$ cat src/common/jpeg_hdr_pkg.sv
// Shared types and marker codes for the byte-serial JPEG header parser
// Baseline markers only; RSTn and EOI are not recognised as standalone

package jpeg_hdr_pkg;

    // ==================================================
    // Stream and field widths
    // ==================================================
    typedef logic [7:0]  byte_t;       // One stream byte
    typedef logic [15:0] word_t;       // Length, dimension or coefficient
    typedef logic [1:0]  qt_id_t;      // Quantization table id
    typedef logic [5:0]  coeff_idx_t;  // Coefficient slot 0..63

    // ==================================================
    // Parser states
    // ==================================================
    typedef enum logic [2:0] {
        find_ff,  // Hunting for a marker prefix
        got_ff,   // Prefix seen, next byte is the code
        len_hi,   // Segment length, high byte
        len_lo,   // Segment length, low byte
        sof,      // SOF0 payload
        dqt,      // DQT payload
        skip,     // Any other payload, SOS header too
        pass      // Entropy-coded data forwarded until reset
    } parser_state_t;

    // Marker codes
    localparam byte_t MARK_PREFIX = 8'hFF;
    localparam byte_t MARK_SOI    = 8'hD8; // No length field follows
    localparam byte_t MARK_SOF0   = 8'hC0;
    localparam byte_t MARK_DQT    = 8'hDB;
    localparam byte_t MARK_SOS    = 8'hDA;

endpackage

$ cat src/dqt/dqt_loader.sv
// DQT payload decoder with QT_COUNT x 64 coefficient memory and read port
// Tables with ids at or above QT_COUNT are parsed but not stored

`timescale 1ns/10ps

module dqt_loader import jpeg_hdr_pkg::*; #(
    parameter int QT_COUNT = 4
) (
    input  logic       clk,
    input  logic       rst_n,
    input  byte_t      data_in,
    input  logic       data_valid,
    input  logic       dqt_en,
    input  logic       dqt_start,
    input  qt_id_t     qt_rd_id,
    input  coeff_idx_t qt_rd_idx,
    output logic       qtable_loaded,
    output qt_id_t     qtable_id,
    output word_t      qt_rd_data   // One cycle after the read address
);

    // ==================================================
    // Payload phase
    // ==================================================
    logic       in_info;     // Next byte is Pq/Tq
    logic       p16;         // 16-bit precision
    logic       wr_ok;       // Id fits in the memory
    logic       hi_pend;     // High byte of a 16-bit value is held
    qt_id_t     cur_id;
    coeff_idx_t coeff_idx;
    byte_t      hi_byte;
    logic       coeff_done;  // Current byte completes a coefficient
    word_t      coeff;

    logic       tbl_valid [QT_COUNT];  // Table loaded since reset
    word_t      qt_mem    [QT_COUNT][64];

    assign coeff_done = dqt_en && data_valid && !in_info && (!p16 || hi_pend);
    assign coeff      = p16 ? {hi_byte, data_in} : {8'h00, data_in};

    always_ff @(posedge clk or negedge rst_n) begin
        if (!rst_n) begin
            in_info       <= 1'b0;
            p16           <= 1'b0;
            wr_ok         <= 1'b0;
            hi_pend       <= 1'b0;
            cur_id        <= '0;
            coeff_idx     <= '0;
            qtable_loaded <= 1'b0;
            qtable_id     <= '0;
            for (int t = 0; t < QT_COUNT; t++) tbl_valid[t] <= 1'b0;
        end else begin
            qtable_loaded <= 1'b0;                     // Pulse
            if (dqt_start && data_valid) begin
                in_info <= 1'b1;
            end else if (dqt_en && data_valid) begin
                if (in_info) begin
                    p16       <= |data_in[7:4];        // Pq nonzero
                    cur_id    <= data_in[1:0];
                    wr_ok     <= int'(data_in[3:0]) < QT_COUNT;
                    coeff_idx <= '0;
                    hi_pend   <= 1'b0;
                    in_info   <= 1'b0;
                end else if (p16 && !hi_pend) begin
                    hi_pend <= 1'b1;
                end else begin
                    hi_pend   <= 1'b0;
                    coeff_idx <= coeff_idx + 6'd1;     // Wraps after 63
                    if (coeff_idx == 6'd63) begin
                        qtable_loaded <= 1'b1;
                        qtable_id     <= cur_id;
                        in_info       <= 1'b1;         // Another table may follow
                        if (wr_ok) tbl_valid[cur_id] <= 1'b1;
                    end
                end
            end
        end
    end

    // ==================================================
    // Table memory
    // ==================================================
    always_ff @(posedge clk) begin
        if (dqt_en && data_valid && !in_info && p16 && !hi_pend) hi_byte <= data_in;
        if (coeff_done && wr_ok) qt_mem[cur_id][coeff_idx] <= coeff;
    end

    // Tables not yet loaded read as zero
    always_ff @(posedge clk or negedge rst_n) begin
        if (!rst_n) begin
            qt_rd_data <= '0;
        end else if (int'(qt_rd_id) < QT_COUNT && tbl_valid[qt_rd_id]) begin
            qt_rd_data <= qt_mem[qt_rd_id][qt_rd_idx];
        end else begin
            qt_rd_data <= '0;
        end
    end

endmodule

$ cat src/source/jpeg_hdr_top.sv
// JPEG header parser top; one byte per data_valid strobe, no back-pressure
// Segment lengths below 2 are not handled

`timescale 1ns/10ps

module jpeg_hdr_top import jpeg_hdr_pkg::*; #(
    parameter int QT_COUNT = 4            // Tables stored, 2 or 4
) (
    input  logic       clk,
    input  logic       rst_n,
    input  byte_t      data_in,
    input  logic       data_valid,
    input  qt_id_t     qt_rd_id,          // Table read port
    input  coeff_idx_t qt_rd_idx,
    output word_t      img_height,
    output word_t      img_width,
    output logic       qtable_loaded,
    output qt_id_t     qtable_id,
    output word_t      qt_rd_data,
    output logic       start_scan,
    output byte_t      scan_data,
    output logic       scan_valid
);

    // Enables from the marker FSM
    logic  len_hi_en;
    logic  len_lo_en;
    logic  seg_en;
    logic  sof_en;
    logic  dqt_en;
    logic  dqt_start;

    // Segment position
    word_t payload_idx;
    logic  seg_last;

    marker_fsm u_marker_fsm (
        .clk        (clk),
        .rst_n      (rst_n),
        .data_in    (data_in),
        .data_valid (data_valid),
        .seg_last   (seg_last),
        .len_hi_en  (len_hi_en),
        .len_lo_en  (len_lo_en),
        .seg_en     (seg_en),
        .sof_en     (sof_en),
        .dqt_en     (dqt_en),
        .dqt_start  (dqt_start),
        .start_scan (start_scan),
        .scan_data  (scan_data),
        .scan_valid (scan_valid)
    );

    seg_counter u_seg_counter (
        .clk         (clk),
        .rst_n       (rst_n),
        .data_in     (data_in),
        .data_valid  (data_valid),
        .len_hi_en   (len_hi_en),
        .len_lo_en   (len_lo_en),
        .seg_en      (seg_en),
        .payload_idx (payload_idx),
        .seg_last    (seg_last)
    );

    sof_capture u_sof_capture (
        .clk         (clk),
        .rst_n       (rst_n),
        .data_in     (data_in),
        .data_valid  (data_valid),
        .sof_en      (sof_en),
        .payload_idx (payload_idx),
        .img_height  (img_height),
        .img_width   (img_width)
    );

    dqt_loader #(
        .QT_COUNT (QT_COUNT)
    ) u_dqt_loader (
        .clk           (clk),
        .rst_n         (rst_n),
        .data_in       (data_in),
        .data_valid    (data_valid),
        .dqt_en        (dqt_en),
        .dqt_start     (dqt_start),
        .qt_rd_id      (qt_rd_id),
        .qt_rd_idx     (qt_rd_idx),
        .qtable_loaded (qtable_loaded),
        .qtable_id     (qtable_id),
        .qt_rd_data    (qt_rd_data)
    );

endmodule

$ cat src/source/marker_fsm.sv
// Marker search and segment dispatch; after the SOS header every byte is
// forwarded to scan_data until reset, 0xFF included

`timescale 1ns/10ps

module marker_fsm import jpeg_hdr_pkg::*; (
    input  logic  clk,
    input  logic  rst_n,
    input  byte_t data_in,
    input  logic  data_valid,
    input  logic  seg_last,    // Current payload byte ends the segment
    output logic  len_hi_en,
    output logic  len_lo_en,
    output logic  seg_en,
    output logic  sof_en,
    output logic  dqt_en,
    output logic  dqt_start,   // Info byte of a DQT follows
    output logic  start_scan,
    output byte_t scan_data,
    output logic  scan_valid
);

    parser_state_t state;
    parser_state_t next_state;
    byte_t         cur_marker;   // Code of the segment being parsed
    logic          seg_done;

    assign seg_done = data_valid && seg_last;

    // ==================================================
    // Next state
    // ==================================================
    always_comb begin
        next_state = state;
        case (state)
            find_ff: if (data_valid && data_in == MARK_PREFIX) next_state = got_ff;
            got_ff: begin
                if (data_valid) begin
                    if (data_in == MARK_PREFIX) begin
                        next_state = got_ff;          // Fill byte
                    end else if (data_in == 8'h00 || data_in == MARK_SOI) begin
                        next_state = find_ff;         // Stuffing or standalone SOI
                    end else begin
                        next_state = len_hi;
                    end
                end
            end
            len_hi: if (data_valid) next_state = len_lo;
            len_lo: begin
                if (data_valid) begin
                    // Dispatch on the stored code
                    if (cur_marker == MARK_SOF0)     next_state = sof;
                    else if (cur_marker == MARK_DQT) next_state = dqt;
                    else                             next_state = skip;
                end
            end
            sof, dqt, skip: begin
                if (seg_done) next_state = (cur_marker == MARK_SOS) ? pass : find_ff;
            end
            pass:    next_state = pass;              // Held until reset
            default: next_state = find_ff;
        endcase
    end

    always_ff @(posedge clk or negedge rst_n) begin
        if (!rst_n) begin
            state      <= find_ff;
            cur_marker <= '0;
        end else begin
            state <= next_state;
            if (state == got_ff && next_state == len_hi) cur_marker <= data_in;
        end
    end

    // Enables follow the state, receivers qualify with data_valid
    assign len_hi_en = (state == len_hi);
    assign len_lo_en = (state == len_lo);
    assign sof_en    = (state == sof);
    assign dqt_en    = (state == dqt);
    assign seg_en    = (state == sof) || (state == dqt) || (state == skip);
    assign dqt_start = (state == len_lo) && (cur_marker == MARK_DQT);

    // ==================================================
    // Scan output stage
    // ==================================================
    always_ff @(posedge clk or negedge rst_n) begin
        if (!rst_n) begin
            start_scan <= 1'b0;
            scan_valid <= 1'b0;
        end else begin
            start_scan <= (state != pass) && (next_state == pass); // Last SOS header byte
            scan_valid <= (state == pass) && data_valid;
        end
    end

    // Data word only, qualified by scan_valid
    always_ff @(posedge clk) begin
        if (state == pass && data_valid) scan_data <= data_in;
    end

endmodule

$ cat src/source/seg_counter.sv
// Segment length capture and payload position
// A length of 2 (empty payload) never raises seg_last

`timescale 1ns/10ps

module seg_counter import jpeg_hdr_pkg::*; (
    input  logic  clk,
    input  logic  rst_n,
    input  byte_t data_in,
    input  logic  data_valid,
    input  logic  len_hi_en,
    input  logic  len_lo_en,
    input  logic  seg_en,
    output word_t payload_idx,  // Index of the current payload byte
    output logic  seg_last      // Current payload byte is the final one
);

    byte_t len_hi_q;   // High length byte, waits for the low one
    word_t remain;     // Payload bytes still to come, current one included

    always_ff @(posedge clk or negedge rst_n) begin
        if (!rst_n) begin
            len_hi_q    <= '0;
            remain      <= '0;
            payload_idx <= '0;
        end else if (data_valid) begin
            if (len_hi_en) begin
                len_hi_q <= data_in;
            end else if (len_lo_en) begin
                // Length field counts its own two bytes
                remain      <= {len_hi_q, data_in} - 16'd2;
                payload_idx <= '0;
            end else if (seg_en) begin
                remain      <= remain - 16'd1;
                payload_idx <= payload_idx + 16'd1;
            end
        end
    end

    assign seg_last = (remain == 16'd1);

endmodule

$ cat src/source/sof_capture.sv
// SOF0 frame size capture; precision and component data are ignored
// Values hold until the next SOF0 or reset

`timescale 1ns/10ps

module sof_capture import jpeg_hdr_pkg::*; (
    input  logic  clk,
    input  logic  rst_n,
    input  byte_t data_in,
    input  logic  data_valid,
    input  logic  sof_en,
    input  word_t payload_idx,
    output word_t img_height,
    output word_t img_width
);

    byte_t hi_byte;   // Upper half until the low byte arrives

    // Upper bytes are held so each dimension changes in one step
    always_ff @(posedge clk) begin
        if (sof_en && data_valid && (payload_idx == 16'd1 || payload_idx == 16'd3)) begin
            hi_byte <= data_in;
        end
    end

    always_ff @(posedge clk or negedge rst_n) begin
        if (!rst_n) begin
            img_height <= '0;
            img_width  <= '0;
        end else if (sof_en && data_valid) begin
            if (payload_idx == 16'd2) img_height <= {hi_byte, data_in}; // Big-endian
            if (payload_idx == 16'd4) img_width  <= {hi_byte, data_in};
        end
    end

endmodule

$ cat config.mk
export PLATFORM = sky130hd
export DESIGN_NAME = jpeg_hdr_top
export DESIGN_NICKNAME = d
export VERILOG_FILES = /design/src/common/jpeg_hdr_pkg.sv /design/src/dqt/dqt_loader.sv /design/src/source/jpeg_hdr_top.sv /design/src/source/marker_fsm.sv /design/src/source/seg_counter.sv /design/src/source/sof_capture.sv
export SDC_FILE = /design/constraint.sdc
export NUM_CORES = 2
export LEC_CHECK = 0
export BUFFER_PORTS_ARGS = -buffer_cell sky130_fd_sc_hd__buf_4
export CORE_ASPECT_RATIO = 1.2
export CORE_MARGIN = 2
export CORE_UTILIZATION = 45
export DETAILED_ROUTE_END_ITERATION = 10
export MAX_ROUTING_LAYER = met4
export PLACE_DENSITY = 0.7
export SETUP_SLACK_MARGIN = 0.1
export SYNTH_ARGS = -nofsm -noshare
export SYNTH_HDL_FRONTEND = slang
export SYNTH_HIERARCHICAL = 1
export SYNTH_SLANG_ARGS = --single-unit
$ cat constraint.sdc
create_clock -name clk -period 8.69 [get_ports clk]
set_input_delay 1.3035 -clock clk [delete_from_list [all_inputs] [get_ports clk]]
set_output_delay 1.3035 -clock clk [all_outputs]
set_load 0.1 [all_outputs]
==> summary.txt <==
Layout
  – NumNets Final: 8516
  – Layout area overhead: 11.7%
  – Fraction of layout cells with a size suffix above 1: 21.3%
  – Most frequent cells in the layout: 4120 x edfxtp_1, 631 x mux4_2, 536 x mux2i_1
  – Most common cell after layout, fill and taps aside: edfxtp_1
  – Finished Core Util: 50.5%

Global routing
  – GRT overflow: 0
  – Largest net degree at the start of global routing: about 220
  – First-pass GRT wire length: 664000 um
  – Total track usage: between 20 and 30%
  – Initial antenna violation count: 38
  – Vias in the first global route: 86000

Timing
  – Worst Max-Slew Pin Slew: 1.47 ns
  – FMAX: 0.187 GHz
  – Max-slew violation count: 0
  – Setup Viol. Count Final: 0
  – Final Hold Viols: 0
  – Unrepaired setup endpoints after global routing: false
  – Final Cycle Share: 61.6%
  – Setup_tns: 0 ns
  – Clock Skews: 0.0863 ns
  – Max-slew headroom at the worst pin: 0.787%
  – Min Tclk post-route: roughly 5.4 ns

CTS
  – Clock tree buffer depth: 4
  – CTS Sinks: 4240
  – Worst skew pair latency: between 0.9 and 1 ns
  – # resized after CTS: 0
  – TritonCTS buffer count: 390
  – Root buffer cell: clkbuf_16
  – Post-CTS Setup Inserts: 0
  – Hold_buf cts: 0
  – Clock-pin slew on the worst setup and hold paths: around 0.07 ns
  – CTS tree: done
  – H-tree Lvls: 5

Place
  – Port Buf Inserts: 79
  – Post-DP HPWL: about 290000 um
  – GPL Wtd Cong: between 0.9 and 1

Power and ir drop
  – Clock power frac: 38.7%
  – Comb pwr share: 8.4%
  – Max VDD drop: ~0.38 mV
  – Static leakage: between 50 and 60 nW
  – P_sw: 10.5 mW
  – Switch share: 23.8%
  – Cell Int Power: 33.6 mW
  – PwrDens: 238 nW/um^2
  – Sequential power share: 52.9%

Detailed routing
  – Via count: 88000
  – Initial DRC count: between 10000 and 15000
  – Routed WL per cell: 34.7 um
  – DR pass1 iterations: 6
  – DRC viols: 0
  – Vias per cell: 6.40
  – Final ANT Viol Nets: 0
  – DRT Wirelength: 478000 um

Critical path
  – CP Data Arrival Time: 6.22 ns
  – Worst setup EP type: register
  – Crit path largest cell delay: 1.24 ns
  – Crit path buf inv count: 3
  – Worst path required time: 9.55 ns
  – CP max-delay cell: nor4_1
  – R2R Path Start: u_marker_fsm/state[2]
  – Crit Path Class: in2reg
  – Critical path fanouts, max: between 90 and 100
  – Delay-heaviest family, CP: simple AND/OR/NAND/NOR gates
  – Crit path launch type: input pin
  – Crit path cell chain: buf_16 -> buf_12 -> buf_4 -> mux4_2 -> nor3_1 -> nor4_1 -> nor4b_2 -> nand4_1 -> o22ai_1
  – Worst Setup SP: qt_rd_id[0]

Run
  – Max cap viols: 2

Synthesis
  – Number of cells produced by synthesis: 8090
  – Post-synthesis cell area: 166000 sq um
  – Synth async-reset ratio: ~2.8%
  – Number of synthesized flops with an enable pin: 4120
  – Synth unique cells: 94
  – Syn Area/Cell: slightly above 20 sq um
  – Synth Warn #: 6
  – FF+latch count, synth: approximately 4200
  – Post-Synthesis Net Count: slightly above 8000
  – Seq/Total Area, Yosys: 76.3%
  – Synth Flop Type: edfxtp_1

Status
  – Failing checks: capacitance limit
  – Outcome: finished with violations

Die
  – IO Pins: 80
  – Core outline area: 368000 sq um
  – Die Width: ~560 um
  – Initial core utilization: between 40 and 50%
  – Die ar.: 374000 sq um
  – Rows: 244
  – Die Ht: 669 um

Hold path
  – Hold crit path type: in2async
==> path summary, 6_finish.rpt <==
kind / endpoint / slack [ns] / depth (start not counted)
min in group clk: u_dqt_loader/tbl_valid[1] / 0.47 / 1
max in group asynchronous: u_dqt_loader/qt_rd_data[1] / 6.90 / 2
worst max-delay path: u_dqt_loader/qt_rd_data[4] / 3.34 / 9
worst max register to register: u_dqt_loader/qt_mem[0][53] / 3.85 / 7
worst min register to register: u_dqt_loader/tbl_valid[1] / 0.47 / 1
worst min-delay path: u_marker_fsm/scan_valid / 0.41 / 1
==> state kept, by name (all words and copies together), names as in the netlist, 16 cells and up <==
register and count:
u_dqt_loader/qt_mem 4096, u_dqt_loader/qt_rd_data 16, u_seg_counter/payload_idx 16, u_seg_counter/remain 16
u_sof_capture/img_height 16, u_sof_capture/img_width 16
==> cells by family (layout without fill, tap and decap cells) <==
kind of cell             after synthesis  count (layout)  synth area share, %
flip-flops                          4240            4240                 76.3
multiplexers                        1368            1368                 14.3
AND/OR/NAND/NOR                     1054            1054                 3.18
AO/OA/AOI/OAI                        902             902                 3.76
buffers and inverters                493            1214                 2.25
XOR/XNOR                              28              28                0.148
adder cells (fa/ha/maj)                5               5               0.0377
other                                  0              25                    0
==> per-stage QoR <==
stage	setup WS (ns)	total power, mW	cells	hold WS (ns)	cell area (sq um)
floorplan	4.15	26.1	8090	0.420	166000
global placement	2.53	27.3	13000	0.431	173000
detailed placement	2.53	27.4	13000	0.443	173000
CTS	3.53	44.2	13700	0.370	185000
global route	3.46	45.1	13800	0.439	185000
finish	3.34	44.1	13800	0.407	185000
==> layer usage <==
| layer | GRT usage (%) | part of all wire (%) | wire length [um] |
|---|---|---|---|
| met1 | 31.9 | 35 | 165000 |
| met2 | 39.9 | 48 | 228000 |
| met3 | 5.47 | 11 | 53100 |
| met4 | 14.4 | 6.5 | 31200 |
| met5 | - | 0 | 0 |
==> area by class of cell <==
class	instances	area (sq um)
sequential	4240	127000
inverter	19	78.8
timing repair buffer	484	3980
clock inverter	231	2370
fill	28600	182000
antenna	25	62.6
tap	4920	6160
clock buffer	480	10300
multi-input combinational	3357	35800
==> cells in the mapped netlist (20+ instances only) <==
cell | instances | share of area (%)
mux4_2 | 631 | 8.6
o31ai_1 | 22 | 0.099
nand3_1 | 72 | 0.22
buf_8 | 48 | 0.43
nor3_1 | 112 | 0.34
mux4_1 | 127 | 2.0
edfxtp_1 | 4120 | 75
a22oi_1 | 48 | 0.22
a21oi_1 | 117 | 0.35
dfrtp_1 | 120 | 1.8
o21ai_0 | 150 | 0.45
a31oi_1 | 20 | 0.075
buf_4 | 59 | 0.27
o22ai_1 | 188 | 0.71
nand4_1 | 42 | 0.16
buf_1 | 23 | 0.052
nor2_1 | 368 | 0.83
a211oi_1 | 61 | 0.28
mux2i_1 | 536 | 3.2
and2_1 | 31 | 0.12
or3_1 | 48 | 0.18
buf_2 | 101 | 0.30
clkbuf_8 | 20 | 0.17
nand2_1 | 186 | 0.42
nor4_1 | 66 | 0.25
buf_6 | 67 | 0.45
mux2_2 | 74 | 0.50
o221ai_1 | 163 | 0.86
clkbuf_1 | 131 | 0.30
==> worst register-to-register path, stage by stage (launching register included) <==
cell	delay, ns
dfrtp_1	0.52
inv_1	0.14
nor3_1	0.39
nand3_1	0.18
nor4_1	1.03
nand2_4	0.85
nor2_1	1.06
buf_4	0.35
==> power groups by stage <==
stage / registers [mW] / clock network [mW] / logic, mW
finish: 23.3 / 17.1 / 3.72
global route: 23.3 / 18.0 / 3.84
CTS: 23.3 / 17.2 / 3.68
detailed placement: 23.8 / 0 / 3.67
global placement: 23.7 / 0 / 3.56
floorplan: 24.3 / 0 / 1.74
Note: power is estimated with default switching activity, not from simulation.
